===== src/common/sdmac_pkg.sv =====
// SDMAC shared definitions for port codes, register indexes and datapath widths
package sdmac_pkg;

    // Peripheral ports in word-index order (index minus 4)
    typedef enum logic [1:0] {
        port_scsi = 2'd0,   // Port 0, WD33C93A
        port_x1a  = 2'd1,   // Port 1A, 8-bit
        port_x2   = 2'd2,   // Port 2, 8-bit
        port_x1b  = 2'd3    // Port 1B, 16-bit
    } port_sel_t;

    // Internal register word indexes, cpu_addr[4:2]
    localparam logic [2:0] REG_DMA_ADDR  = 3'd0;   // Memory start address
    localparam logic [2:0] REG_DMA_COUNT = 3'd1;   // Byte count
    localparam logic [2:0] REG_DMA_CTRL  = 3'd2;   // Start on write, busy/done on read
    localparam logic [2:0] REG_SCRATCH   = 3'd3;   // Spare

    // Memory side address width
    localparam int MEM_ADDR_W = 16;

    // DMA byte counter width
    localparam int COUNT_W = 16;

endpackage


===== src/io_port/io_port.sv =====
// Peripheral bus sequencer, one strobed access per acc_go with chip select decode and lane copy
module io_port #(
    parameter int STROBE_CYCLES = 3                 // Strobe length in CLK cycles, min 1
) (
    input  logic                 CLK,
    input  logic                 _AS,
    input  logic                 acc_go,            // Start of one access
    input  sdmac_pkg::port_sel_t acc_port,
    input  logic                 acc_write,
    input  logic [15:0]          acc_wdata,         // Already lane formatted
    input  logic [15:0]          p_rdata,
    output logic                 port_done,         // One cycle after strobes end
    output logic [31:0]          port_rdata,        // Replicated to CPU lanes
    output logic [15:0]          p_wdata,
    output logic                 p_oe,
    output logic                 css_n,             // Port 0
    output logic                 csx0_n,            // Ports 1A and 1B
    output logic                 csx1_n,            // Port 2
    output logic                 ior_n,
    output logic                 iow_n
);

    localparam int CNT_W = (STROBE_CYCLES > 1) ? $clog2(STROBE_CYCLES) : 1;

    logic                 active;                  // Strobes asserted
    logic [CNT_W-1:0]     cnt;                     // Strobe cycles left minus one
    sdmac_pkg::port_sel_t port_q;                  // Port of access in flight
    logic                 last;

    assign last = active && (cnt == '0);           // Final strobe cycle

    always_ff @(posedge CLK or posedge _AS) begin
        if (_AS) begin
            active    <= 1'b0;
            cnt       <= '0;
            port_done <= 1'b0;
            css_n     <= 1'b1;
            csx0_n    <= 1'b1;
            csx1_n    <= 1'b1;
            ior_n     <= 1'b1;
            iow_n     <= 1'b1;
            p_oe      <= 1'b0;
        end else begin
            port_done <= last;
            if (acc_go) begin
                active <= 1'b1;
                cnt    <= CNT_W'(STROBE_CYCLES - 1);
                css_n  <= (acc_port != sdmac_pkg::port_scsi);
                csx0_n <= !acc_port[0];                        // 1A and 1B share a select
                csx1_n <= (acc_port != sdmac_pkg::port_x2);
                ior_n  <= acc_write;
                iow_n  <= !acc_write;
                p_oe   <= acc_write;                           // Drive bus on writes only
            end else if (last) begin
                active <= 1'b0;
                css_n  <= 1'b1;
                csx0_n <= 1'b1;
                csx1_n <= 1'b1;
                ior_n  <= 1'b1;
                iow_n  <= 1'b1;
                p_oe   <= 1'b0;
            end else if (active) begin
                cnt <= cnt - 1'b1;
            end
        end
    end

    // Access payload and read capture
    always_ff @(posedge CLK) begin
        if (acc_go) begin
            port_q  <= acc_port;
            p_wdata <= acc_wdata;
        end
        if (last) begin
            if (port_q == sdmac_pkg::port_x1b)
                port_rdata <= {p_rdata, p_rdata};             // Halfword twice
            else
                port_rdata <= {4{p_rdata[7:0]}};              // Byte in every lane
        end
    end

endmodule


===== src/hw/cpu_slave.sv =====
// CPU slave that answers DMA registers directly and turns port addresses into bus requests
module cpu_slave (
    input  logic                                 CLK,
    input  logic                                 _AS,
    input  logic                                 cpu_sel,
    input  logic                                 cpu_rw,       // 1 read, 0 write
    input  logic [4:0]                           cpu_addr,
    input  logic [31:0]                          cpu_wdata,
    input  logic [31:0]                          port_rdata,
    input  logic                                 port_done,
    input  logic                                 cpu_grant,
    input  logic                                 busy,
    input  logic                                 done,
    output logic [31:0]                          cpu_rdata,
    output logic                                 cpu_ack,
    output logic                                 cpu_port16,   // Port 1B answered
    output logic                                 cpu_req,
    output sdmac_pkg::port_sel_t                 cpu_port,
    output logic                                 cpu_write,
    output logic [15:0]                          cpu_pwdata,
    output logic                                 dma_start,
    output logic [sdmac_pkg::MEM_ADDR_W-1:0]     dma_base,
    output logic [sdmac_pkg::COUNT_W-1:0]        dma_len
);

    typedef enum logic [1:0] {
        S_IDLE,         // Waiting for cpu_sel
        S_PORT,         // Port request held
        S_RELEASE       // Acked and waiting for cpu_sel low
    } state_t;

    state_t      state;
    logic [2:0]  idx;
    logic        reg_hit;
    logic        port_hit;
    logic        port_end;
    logic [31:0] scratch;
    logic [31:0] reg_rdata;

    assign idx      = cpu_addr[4:2];                               // Word index
    assign reg_hit  = (state == S_IDLE) && cpu_sel && !cpu_addr[4];
    assign port_hit = (state == S_IDLE) && cpu_sel && cpu_addr[4];
    assign port_end = (state == S_PORT) && port_done && cpu_grant;

    always_comb begin
        case (idx)
            sdmac_pkg::REG_DMA_ADDR:  reg_rdata = 32'(dma_base);
            sdmac_pkg::REG_DMA_COUNT: reg_rdata = 32'(dma_len);
            sdmac_pkg::REG_DMA_CTRL:  reg_rdata = {30'd0, done, busy};
            default:                  reg_rdata = scratch;
        endcase
    end

    always_ff @(posedge CLK or posedge _AS) begin
        if (_AS) begin
            state      <= S_IDLE;
            cpu_ack    <= 1'b0;
            cpu_port16 <= 1'b0;
            cpu_req    <= 1'b0;
            dma_start  <= 1'b0;
            dma_base   <= '0;
            dma_len    <= '0;
        end else begin
            cpu_ack   <= 1'b0;
            dma_start <= 1'b0;
            case (state)
                S_IDLE: begin
                    if (reg_hit) begin
                        cpu_ack    <= 1'b1;                          // One cycle register access
                        cpu_port16 <= 1'b0;
                        state      <= S_RELEASE;
                        if (!cpu_rw) begin
                            case (idx)
                                sdmac_pkg::REG_DMA_ADDR:
                                    dma_base <= cpu_wdata[sdmac_pkg::MEM_ADDR_W-1:0];
                                sdmac_pkg::REG_DMA_COUNT:
                                    dma_len <= cpu_wdata[sdmac_pkg::COUNT_W-1:0];
                                sdmac_pkg::REG_DMA_CTRL:
                                    dma_start <= cpu_wdata[0];
                                default: ;                           // Scratch in payload block
                            endcase
                        end
                    end else if (port_hit) begin
                        cpu_req <= 1'b1;
                        state   <= S_PORT;
                    end
                end
                S_PORT: begin
                    if (port_end) begin
                        cpu_req    <= 1'b0;                          // Drop after port_done
                        cpu_ack    <= 1'b1;
                        cpu_port16 <= (cpu_port == sdmac_pkg::port_x1b);
                        state      <= S_RELEASE;
                    end
                end
                default: begin
                    if (!cpu_sel)
                        state <= S_IDLE;
                end
            endcase
        end
    end

    // Read data, scratch register and port request payload
    always_ff @(posedge CLK) begin
        if (reg_hit)
            cpu_rdata <= reg_rdata;
        else if (port_end)
            cpu_rdata <= port_rdata;
        if (reg_hit && !cpu_rw && (idx == sdmac_pkg::REG_SCRATCH))
            scratch <= cpu_wdata;
        if (port_hit) begin
            cpu_port  <= sdmac_pkg::port_sel_t'(cpu_addr[3:2]);       // Index minus 4
            cpu_write <= !cpu_rw;
            if (cpu_addr[3:2] == 2'd3)
                cpu_pwdata <= cpu_wdata[31:16];                       // Port 1B upper half
            else
                cpu_pwdata <= {2{cpu_wdata[7:0]}};                    // Byte on both lanes
        end
    end

endmodule


===== src/dma/dma_engine.sv =====
// DMA engine moving bytes from SCSI port 0 into the memory write stream
module dma_engine (
    input  logic                                 CLK,
    input  logic                                 _AS,
    input  logic                                 dma_start,
    input  logic [sdmac_pkg::MEM_ADDR_W-1:0]     dma_base,
    input  logic [sdmac_pkg::COUNT_W-1:0]        dma_len,
    input  logic                                 dma_grant,
    input  logic [31:0]                          port_rdata,
    input  logic                                 port_done,
    output logic                                 dma_req,     // Port 0 read request
    output logic                                 busy,
    output logic                                 done,        // Held until next start
    output logic                                 mem_we,
    output logic [sdmac_pkg::MEM_ADDR_W-1:0]     mem_addr,
    output logic [7:0]                           mem_wdata
);

    localparam logic [sdmac_pkg::COUNT_W-1:0] LAST_BYTE = 1;

    typedef enum logic [1:0] {
        D_IDLE,
        D_REQ,          // Waiting for port read
        D_WRITE         // mem_we cycle
    } dstate_t;

    dstate_t                        state;
    logic [sdmac_pkg::COUNT_W-1:0]  count_q;                  // Bytes still to move
    logic                           start_ok;
    logic                           byte_in;

    assign start_ok = (state == D_IDLE) && dma_start;         // Start ignored while busy
    assign byte_in  = (state == D_REQ) && port_done && dma_grant;

    always_ff @(posedge CLK or posedge _AS) begin
        if (_AS) begin
            state   <= D_IDLE;
            count_q <= '0;
            dma_req <= 1'b0;
            busy    <= 1'b0;
            done    <= 1'b0;
            mem_we  <= 1'b0;
        end else begin
            mem_we <= 1'b0;
            case (state)
                D_IDLE: begin
                    if (start_ok) begin
                        count_q <= dma_len;
                        if (dma_len == '0) begin
                            done <= 1'b1;                      // Nothing to move
                        end else begin
                            done    <= 1'b0;
                            busy    <= 1'b1;
                            dma_req <= 1'b1;
                            state   <= D_REQ;
                        end
                    end
                end
                D_REQ: begin
                    if (byte_in) begin
                        dma_req <= 1'b0;
                        mem_we  <= 1'b1;                       // One cycle after port_done
                        state   <= D_WRITE;
                    end
                end
                default: begin
                    count_q <= count_q - 1'b1;
                    if (count_q == LAST_BYTE) begin
                        busy  <= 1'b0;
                        done  <= 1'b1;
                        state <= D_IDLE;
                    end else begin
                        dma_req <= 1'b1;                       // Next byte
                        state   <= D_REQ;
                    end
                end
            endcase
        end
    end

    // Address pointer and byte buffer
    always_ff @(posedge CLK) begin
        if (start_ok)
            mem_addr <= dma_base;
        else if (state == D_WRITE)
            mem_addr <= mem_addr + 1'b1;                       // Advance after the write
        if (byte_in)
            mem_wdata <= port_rdata[7:0];
    end

endmodule


===== src/hw/port_arbiter.sv =====
// Fixed-priority peripheral bus arbiter, CPU over DMA, one access in flight
module port_arbiter (
    input  logic                 CLK,
    input  logic                 _AS,
    input  logic                 cpu_req,
    input  logic                 dma_req,
    input  logic                 port_done,
    input  sdmac_pkg::port_sel_t cpu_port,
    input  logic                 cpu_write,
    input  logic [15:0]          cpu_pwdata,
    output logic                 cpu_grant,
    output logic                 dma_grant,
    output logic                 acc_go,        // One cycle, starts io_port
    output sdmac_pkg::port_sel_t acc_port,
    output logic                 acc_write,
    output logic [15:0]          acc_wdata
);

    logic bus_free;

    assign bus_free = !cpu_grant && !dma_grant;

    always_ff @(posedge CLK or posedge _AS) begin
        if (_AS) begin
            cpu_grant <= 1'b0;
            dma_grant <= 1'b0;
            acc_go    <= 1'b0;
        end else begin
            acc_go <= 1'b0;
            if (bus_free) begin
                if (cpu_req) begin
                    cpu_grant <= 1'b1;                 // CPU wins ties
                    acc_go    <= 1'b1;
                end else if (dma_req) begin
                    dma_grant <= 1'b1;
                    acc_go    <= 1'b1;
                end
            end else if (port_done) begin
                cpu_grant <= 1'b0;                     // Release with the access
                dma_grant <= 1'b0;
            end
        end
    end

    // Owner mux, DMA always reads port 0
    always_comb begin
        if (dma_grant) begin
            acc_port  = sdmac_pkg::port_scsi;
            acc_write = 1'b0;
            acc_wdata = 16'h0000;
        end else begin
            acc_port  = cpu_port;
            acc_write = cpu_write;
            acc_wdata = cpu_pwdata;
        end
    end

endmodule


===== src/hw/sdmac_top.sv =====
// SDMAC top level connecting CPU slave, DMA engine, bus arbiter and peripheral port
module sdmac_top #(
    parameter int STROBE_CYCLES = 3
) (
    input  logic                              CLK,
    input  logic                              _AS,
    input  logic                              cpu_sel,
    input  logic                              cpu_rw,
    input  logic [4:0]                        cpu_addr,
    input  logic [31:0]                       cpu_wdata,
    output logic [31:0]                       cpu_rdata,
    output logic                              cpu_ack,
    output logic                              cpu_port16,
    input  logic [15:0]                       p_rdata,
    output logic [15:0]                       p_wdata,
    output logic                              p_oe,
    output logic                              css_n,
    output logic                              csx0_n,
    output logic                              csx1_n,
    output logic                              ior_n,
    output logic                              iow_n,
    output logic                              mem_we,
    output logic [sdmac_pkg::MEM_ADDR_W-1:0]  mem_addr,
    output logic [7:0]                        mem_wdata,
    output logic                              dma_done
);

    logic                                 cpu_req, cpu_write, cpu_grant;
    logic                                 dma_req, dma_grant, dma_start, busy;
    logic                                 acc_go, acc_write, port_done;
    sdmac_pkg::port_sel_t                 cpu_port, acc_port;
    logic [15:0]                          cpu_pwdata, acc_wdata;
    logic [31:0]                          port_rdata;
    logic [sdmac_pkg::MEM_ADDR_W-1:0]     dma_base;
    logic [sdmac_pkg::COUNT_W-1:0]        dma_len;

    cpu_slave cpu_slave_inst (
        .CLK, ._AS, .cpu_sel, .cpu_rw, .cpu_addr, .cpu_wdata,
        .port_rdata, .port_done, .cpu_grant, .busy, .done(dma_done),
        .cpu_rdata, .cpu_ack, .cpu_port16, .cpu_req, .cpu_port, .cpu_write,
        .cpu_pwdata, .dma_start, .dma_base, .dma_len
    );

    dma_engine dma_engine_inst (
        .CLK, ._AS, .dma_start, .dma_base, .dma_len, .dma_grant,
        .port_rdata, .port_done, .dma_req, .busy, .done(dma_done),
        .mem_we, .mem_addr, .mem_wdata
    );

    port_arbiter port_arbiter_inst (
        .CLK, ._AS, .cpu_req, .dma_req, .port_done, .cpu_port, .cpu_write,
        .cpu_pwdata, .cpu_grant, .dma_grant, .acc_go, .acc_port, .acc_write, .acc_wdata
    );

    io_port #(
        .STROBE_CYCLES(STROBE_CYCLES)
    ) io_port_inst (
        .CLK, ._AS, .acc_go, .acc_port, .acc_write, .acc_wdata, .p_rdata,
        .port_done, .port_rdata, .p_wdata, .p_oe, .css_n, .csx0_n, .csx1_n,
        .ior_n, .iow_n
    );

endmodule


===== config.mk =====
export PLATFORM = sky130hd
export DESIGN_NAME = sdmac_top
export DESIGN_NICKNAME = d
export VERILOG_FILES = /design/src/common/sdmac_pkg.sv /design/src/io_port/io_port.sv /design/src/hw/cpu_slave.sv /design/src/dma/dma_engine.sv /design/src/hw/port_arbiter.sv /design/src/hw/sdmac_top.sv
export SDC_FILE = /design/constraint.sdc
export NUM_CORES = 1
export LEC_CHECK = 0
export ABC_AREA = 1
export BUFFER_PORTS_ARGS = -buffer_cell sky130_fd_sc_hd__buf_2
export CORE_AREA = 4 4 140 142
export DETAILED_ROUTE_END_ITERATION = 8
export DIE_AREA = 0 0 144 146
export HOLD_SLACK_MARGIN = 0.02
export MAX_ROUTING_LAYER = met4
export PLACE_DENSITY = 0.8
export SETUP_SLACK_MARGIN = 0.5
export SLEW_MARGIN = 20
export SYNTH_ARGS = -nofsm -noshare
export SYNTH_HDL_FRONTEND = slang
export SYNTH_SLANG_ARGS = --single-unit

===== constraint.sdc =====
create_clock -name CLK -period 3.6 [get_ports CLK]
set_input_delay 0.36 -clock CLK [delete_from_list [all_inputs] [get_ports CLK]]
set_output_delay 0.36 -clock CLK [all_outputs]
set_load 0.02 [all_outputs]

# After elaboration in Yosys (flattened, before gate mapping)
# Cells that the tools add are included.
[op_classes] n_addsub=3 n_eq_ne=25 n_mux=69 bitwise=2 n_reduce_logical=44
[op_table] operator="32-bit two-way mux" n=3
[op_table] operator="32-bit case mux with 3 select lines" n=1
[op_table] operator="16-bit two-way mux" n=4
[op_table] operator="1-bit two-way mux" n=41
[op_table] operator="16-bit case mux with 2 select lines" n=1
[op_table] operator="2-bit two-way mux" n=11
[op_table] operator="4-bit AND reduction" n=5
[op_table] operator="16-bit by 1-bit adder with 16-bit output, second input constant" n=1
[op_table] operator="16-bit by 1-bit equality test with 1-bit output, second input constant" n=1
[op_table] operator="16-bit zero test" n=1
[op_table] operator="2-bit nonzero test" n=8
[op_table] operator="16-bit by 1-bit subtractor with 16-bit output, second input constant" n=1
[op_table] operator="3-bit AND reduction" n=5
[op_table] operator="2-bit inequality test, second input constant" n=7
[op_table] operator="1-bit logical AND" n=12
[op_table] operator="1-bit case mux with 2 select lines" n=6
[op_table] operator="2-bit by 1-bit inequality test with 1-bit output, second input constant" n=5
[op_table] operator="3-bit by 1-bit inequality test with 1-bit output, second input constant" n=3
[op_table] operator="2-bit equality test, second input constant" n=4
[op_table] operator="2-bit case mux with 2 select lines" n=2
[op_table] operator="3-bit by 2-bit equality test with 1-bit output, second input constant" n=2
[op_table] operator="1-bit zero test" n=6
[op_table] operator="2-bit zero test" n=3
[op_table] operator="2-bit AND reduction" n=3
[op_table] operator="5 further kinds" n=7
[totals] ff_bits=230 inputBits=57 output_inout_bits=82 elab_cells=178

# Longest topological paths before layout
[logic_depth] depth_word=6 ltp_mapped=10 mapped_depth_nobuf=10

# Hierarchy
# From an unflattened synthesis, not the netlist that was laid out.
[unflattened] cells_unflattened=1068 hier_area_um2=9902.0
[modules_own_cells] module="cpu_slave" n_inst=1 cells_per_inst=485 area_each_um2=5073.6 seq_area_each_um2=3443.3
[modules_own_cells] module="dma_engine" n_inst=1 cells_per_inst=394 area_each_um2=2824.0 seq_area_each_um2=1271.2
[modules_own_cells] module="io_port" n_inst=1 cells_per_inst=133 area_each_um2=1716.6 seq_area_each_um2=1277.5
[modules_own_cells] module="port_arbiter" n_inst=1 cells_per_inst=56 area_each_um2=287.8 seq_area_each_um2=75.1

# Least setup slack after synthesis
# Ideal clock, no wire load.
[synth_path] path_type="input port to flip-flop" from="input port cpu_addr[4]" to="register cpu_slave_inst.scratch[0] (enable)" setup_ns=0.461 t_arrival_ns=3.298 t_required_ns=3.139 slack_ns=-0.160 path_stages=5 n_path_buf=2 cell_sequence="buf_2 -> nor3_4 -> inv_1 -> clkbuf_1 -> nor3_1"
[synth_between] elab_chain_len=4 word_cells_on_any_way=5
[synth_lines] item="from (decl)" line_no="sdmac_top.sv:9" rtl="input logic [4:0] cpu_addr,"
[synth_lines] item="1-bit zero test" line_no="cpu_slave.sv:41" rtl="assign reg_hit = (state == S_IDLE) && cpu_sel && !cpu_addr[4];"
[synth_lines] item="1-bit logical AND" line_no="cpu_slave.sv:41"
[synth_lines] item="1-bit logical AND" line_no="cpu_slave.sv:110" rtl="if (reg_hit && !cpu_rw && (idx == sdmac_pkg::REG_SCRATCH))"
[synth_lines] item="1-bit logical AND (*)" line_no="cpu_slave.sv:110"
[synth_lines] item="to (signal assigned)" line_no="cpu_slave.sv:111" rtl="scratch <= cpu_wdata;"
[synth_lines] item="to (decl)" line_no="cpu_slave.sv:37" rtl="logic [31:0] scratch;"
# Mark *: on every way between the ends. The rest lies on a longest branch, timed or not.
# A chain may end at the register's enable or synchronous reset.

# Final worst setup path
[layout_path] from="register cpu_slave_inst.state[0]" to="register cpu_slave_inst.scratch[28] (enable)"
[layout_between] elab_chain_len=5
[layout_lines] item="from (decl)" line_no="cpu_slave.sv:32" rtl="state_t state;"
[layout_lines] item="from (signal assigned)" line_no="cpu_slave.sv:56" rtl="state <= S_IDLE;"
[layout_lines] item="from (signal assigned)" line_no="cpu_slave.sv:71" rtl="state <= S_RELEASE;"
[layout_lines] item="from (signal assigned)" line_no="cpu_slave.sv:85" rtl="state <= S_PORT;"
[layout_lines] item="2-bit zero test" line_no="cpu_slave.sv:41"
[layout_lines] item="1-bit logical AND (2 in a row)" line_no="cpu_slave.sv:41"
[layout_lines] item="1-bit logical AND (2 in a row)" line_no="cpu_slave.sv:110"
# No other way between the ends.

==> results.json <==
{
  "status": "completed",
  "setup_tns_ns": 0,
  "core_um2": 18500,
  "syn_area_um2": 9270,
  "yosys_most_used_dff": "edfxtp_1",
  "yosys-top-cells-count": "nand2_1 (244), edfxtp_1 (141), inv_1 (108)",
  "setup_viol": 0,
  "hold_ws_ns": 0.0390,
  "portBuffers": 136,
  "worst_pin_slew_ns": 0.910,
  "async_flop_share_pct": 34.1,
  "grtUsageTotal_pct": 22.7,
  "power.density_nw_per_um2": 715,
  "routed_wl_um": 23300,
  "yosys-top-cells-area": "edfxtp_1 (46%), dfrtp_1 (18%), nand2_1 (9.9%)",
  "use_met3_pct": 3.68,
  "final.setup.worst_slack_ns": 1.08,
  "met2_usage_pct": 35.8,
  "cts_resized": 0,
  "cts_setup_buffers": 0,
  "fillers": 1454,
  "multiInputGateArea_um2": 2660,
  "layout.nets": 1125,
  "cts_tree": "yes",
  "core.rowCount": 50,
  "maxCapViolCount": 0,
  "pre_cts_ws_ns": 1.00,
  "fin_crit_sh_pct": 69.9,
  "slew_headroom_pct": 39.3,
  "routed-via-count": 7052,
  "synth_fp_nets": 984,
  "cts.sinks": 214,
  "synth_seq_cells": 214,
  "rsz0062_at_grt": "false",
  "peakVddDrop_mv": 0.509,
  "antenna_found_initial": 1,
  "maxSlewViolCount": 0,
  "hold_class": "input pin to flip-flop",
  "htreeDepth": 1,
  "top_usage_layer": "met2",
  "gp_congestion": 0.922,
  "detail_route.iter0.violations": 714,
  "post-synth-top-area-fraction_pct": 45.7,
  "crit_path_start_kind": "flip-flop",
  "via_per_inst": 5.36,
  "place_hpwl_um": 16500,
  "final_util_pct": 58.9,
  "worstPathRequired_ns": 3.75,
  "routedWlPerCell_um": 17.7,
  "worstPathArrival_ns": 2.67,
  "fmax_mhz": 397,
  "ant_nets": 0,
  "seq_area_frac_synth_pct": 65.5,
  "cts_root_buffer": "clkbuf_16",
  "avgSynthCellArea_um2": 10.0,
  "synth_top_cell_by_area": "edfxtp_1",
  "io_pins": 139,
  "drt-pass1-iter-count": 5,
  "synth_warnings": 0,
  "final_hold_viol_count": 0,
  "dieWidth_um": 144,
  "synth.distinct_cells": 39,
  "critPathMaxFanout": 34,
  "seqCellArea_um2": 6070,
  "grt_overflow_total": 0,
  "start_util_pct": 50.2,
  "drive_above_1_share_pct": 19.0,
  "cts.path.max_buffers": 3,
  "die_h_um": 146,
  "drc": 0,
  "clk_latency_ns": 0.52,
  "placed_cell_area_um2": 10200,
  "finalCriticalPeriod_ns": 2.52,
  "cts_buffers": 22,
  "grt_pass1_vias": 6791,
  "met1_usage_pct": 29.7,
  "worst_clock_skew_ns": 0.0249,
  "final_area_um2": 10900,
  "leakage_nw": 4.91,
  "synthCells": 923,
  "syn2layout_area_growth_pct": 17.4,
  "clkSlewWorstSetupHoldPaths_ns": 0.06,
  "crit_type": "flip-flop to flip-flop",
  "dieArea_um2": 21000,
  "cp-end-kind": "flip-flop",
  "grt_pass1_wl_um": 36400,
  "synth_edf_count": 141,
  "grt_max_degree": 57,
  "synth.most_common_cell": "nand2_1"
}
## timing repair
| item | in CTS | in global routing |
|---|---|---|
| endpoints found under the setup margin | 0 | 0 |
| hold buffers | 1 | 0 |
| hold endpoints to repair | 12 | 0 |
## final timing paths
check	cells after the start	from	slack (ns)	endpoint
min in group asynchronous	3	_AS	0.37	cpu_slave_inst.cpu_ack
worst min register to register	0	io_port_inst.port_rdata[16]	0.46	dma_engine_inst.mem_wdata[0]
worst max register to register	7	cpu_slave_inst.state[0]	1.08	cpu_slave_inst.scratch[28]
worst max-delay path	7	cpu_slave_inst.state[0]	1.08	cpu_slave_inst.scratch[28]
max in group asynchronous	4	_AS	2.18	dma_engine_inst.count_q[10]
worst min-delay path	1	p_rdata[1]	0.04	io_port_inst.port_rdata[17]
## through the flow
step | instances | total power, mW
after CTS | 1314 | 7.79
after floorplan | 923 | 4.94
after global routing | 1315 | 8.21
after detailed placement | 1273 | 5.65
after global placement | 1273 | 5.57
final | 1315 | 7.78
## power by group
| part | switching (mW) | total, mW | internal, mW |
|---|---|---|---|
| clock network | 0.928 | 2.15 | 1.22 |
| registers | 0.396 | 3.70 | 3.30 |
| logic | 1.34 | 1.93 | 0.590 |
## per-layer routing
| metal | vias to the layer above | wire length (µm) |
|---|---|---|
| met1 | 3323 | 9390 |
| met3 | 71 | 1740 |
| met4 | 0 | 990 |
| li1 | 3345 | - |
| met2 | 313 | 11100 |
| met5 | - | 0 |
## cells in the final DEF, fill, tap and decap left out, types with 5 or more instances in the layout
cell | netlist | routed
clkbuf_1 | 14 | 5
clkinv_2 | 0 | 6
dfstp_2 | 5 | 5
mux2_2 | 8 | 8
o21ai_1 | 9 | 9
a21oi_1 | 36 | 36
o21ai_0 | 96 | 96
edfxtp_1 | 141 | 141
nand3_1 | 47 | 47
dfrtp_1 | 68 | 68
buf_2 | 11 | 136
nand4_1 | 6 | 6
inv_1 | 108 | 107
nor2_1 | 81 | 81
nand2_1 | 244 | 244
clkbuf_16 | 0 | 22
buf_4 | 4 | 10
clkinv_1 | 1 | 5
## cell type report
type | count | share of cell area [%]
flip-flops and latches | 214 | 55.8
multi-input cells | 568 | 24.4
clock inverters | 12 | 0.840
well taps | 234 | 2.69
inverters | 111 | 3.83
repair buffers | 147 | 7.04
diodes | 1 | 0.0230
clock buffers | 28 | 5.36
## critical path, cell delays in order (launching register included)
cell and delay, ns:
dfrtp_1 0.37, inv_1 0.09, nand2_1 0.12, nor3_4 0.14, buf_4 0.35, inv_1 0.44, nor3_4 0.24, buf_4 0.42
## kinds of logic after synthesis
kind of cell | synth area share [%]
AND/OR/NAND/NOR | 17.5
flip-flops | 65.5
AO/OA/AOI/OAI | 8.97
buffers and inverters | 6.04
multiplexers | 0.972
XOR/XNOR | 0.473
adder cells (fa/ha/maj) | 0.540
## flip-flops by register name, summed over array words and instances (netlist names), 2 cells and up
register	flops
dma_engine_inst.mem_addr	16
cpu_slave_inst.dma_base	16
io_port_inst.cnt	2
cpu_slave_inst.dma_len	16
dma_engine_inst.mem_wdata	8
cpu_slave_inst.cpu_rdata	32
io_port_inst.p_wdata	16
cpu_slave_inst.scratch	32
cpu_slave_inst.state	2
dma_engine_inst.count_q	16
cpu_slave_inst.cpu_port	2
io_port_inst.port_rdata	16
dma_engine_inst.state	2
io_port_inst.port_q	2
cpu_slave_inst.cpu_pwdata	16
No activity file was read; power rests on OpenSTA's default activity.
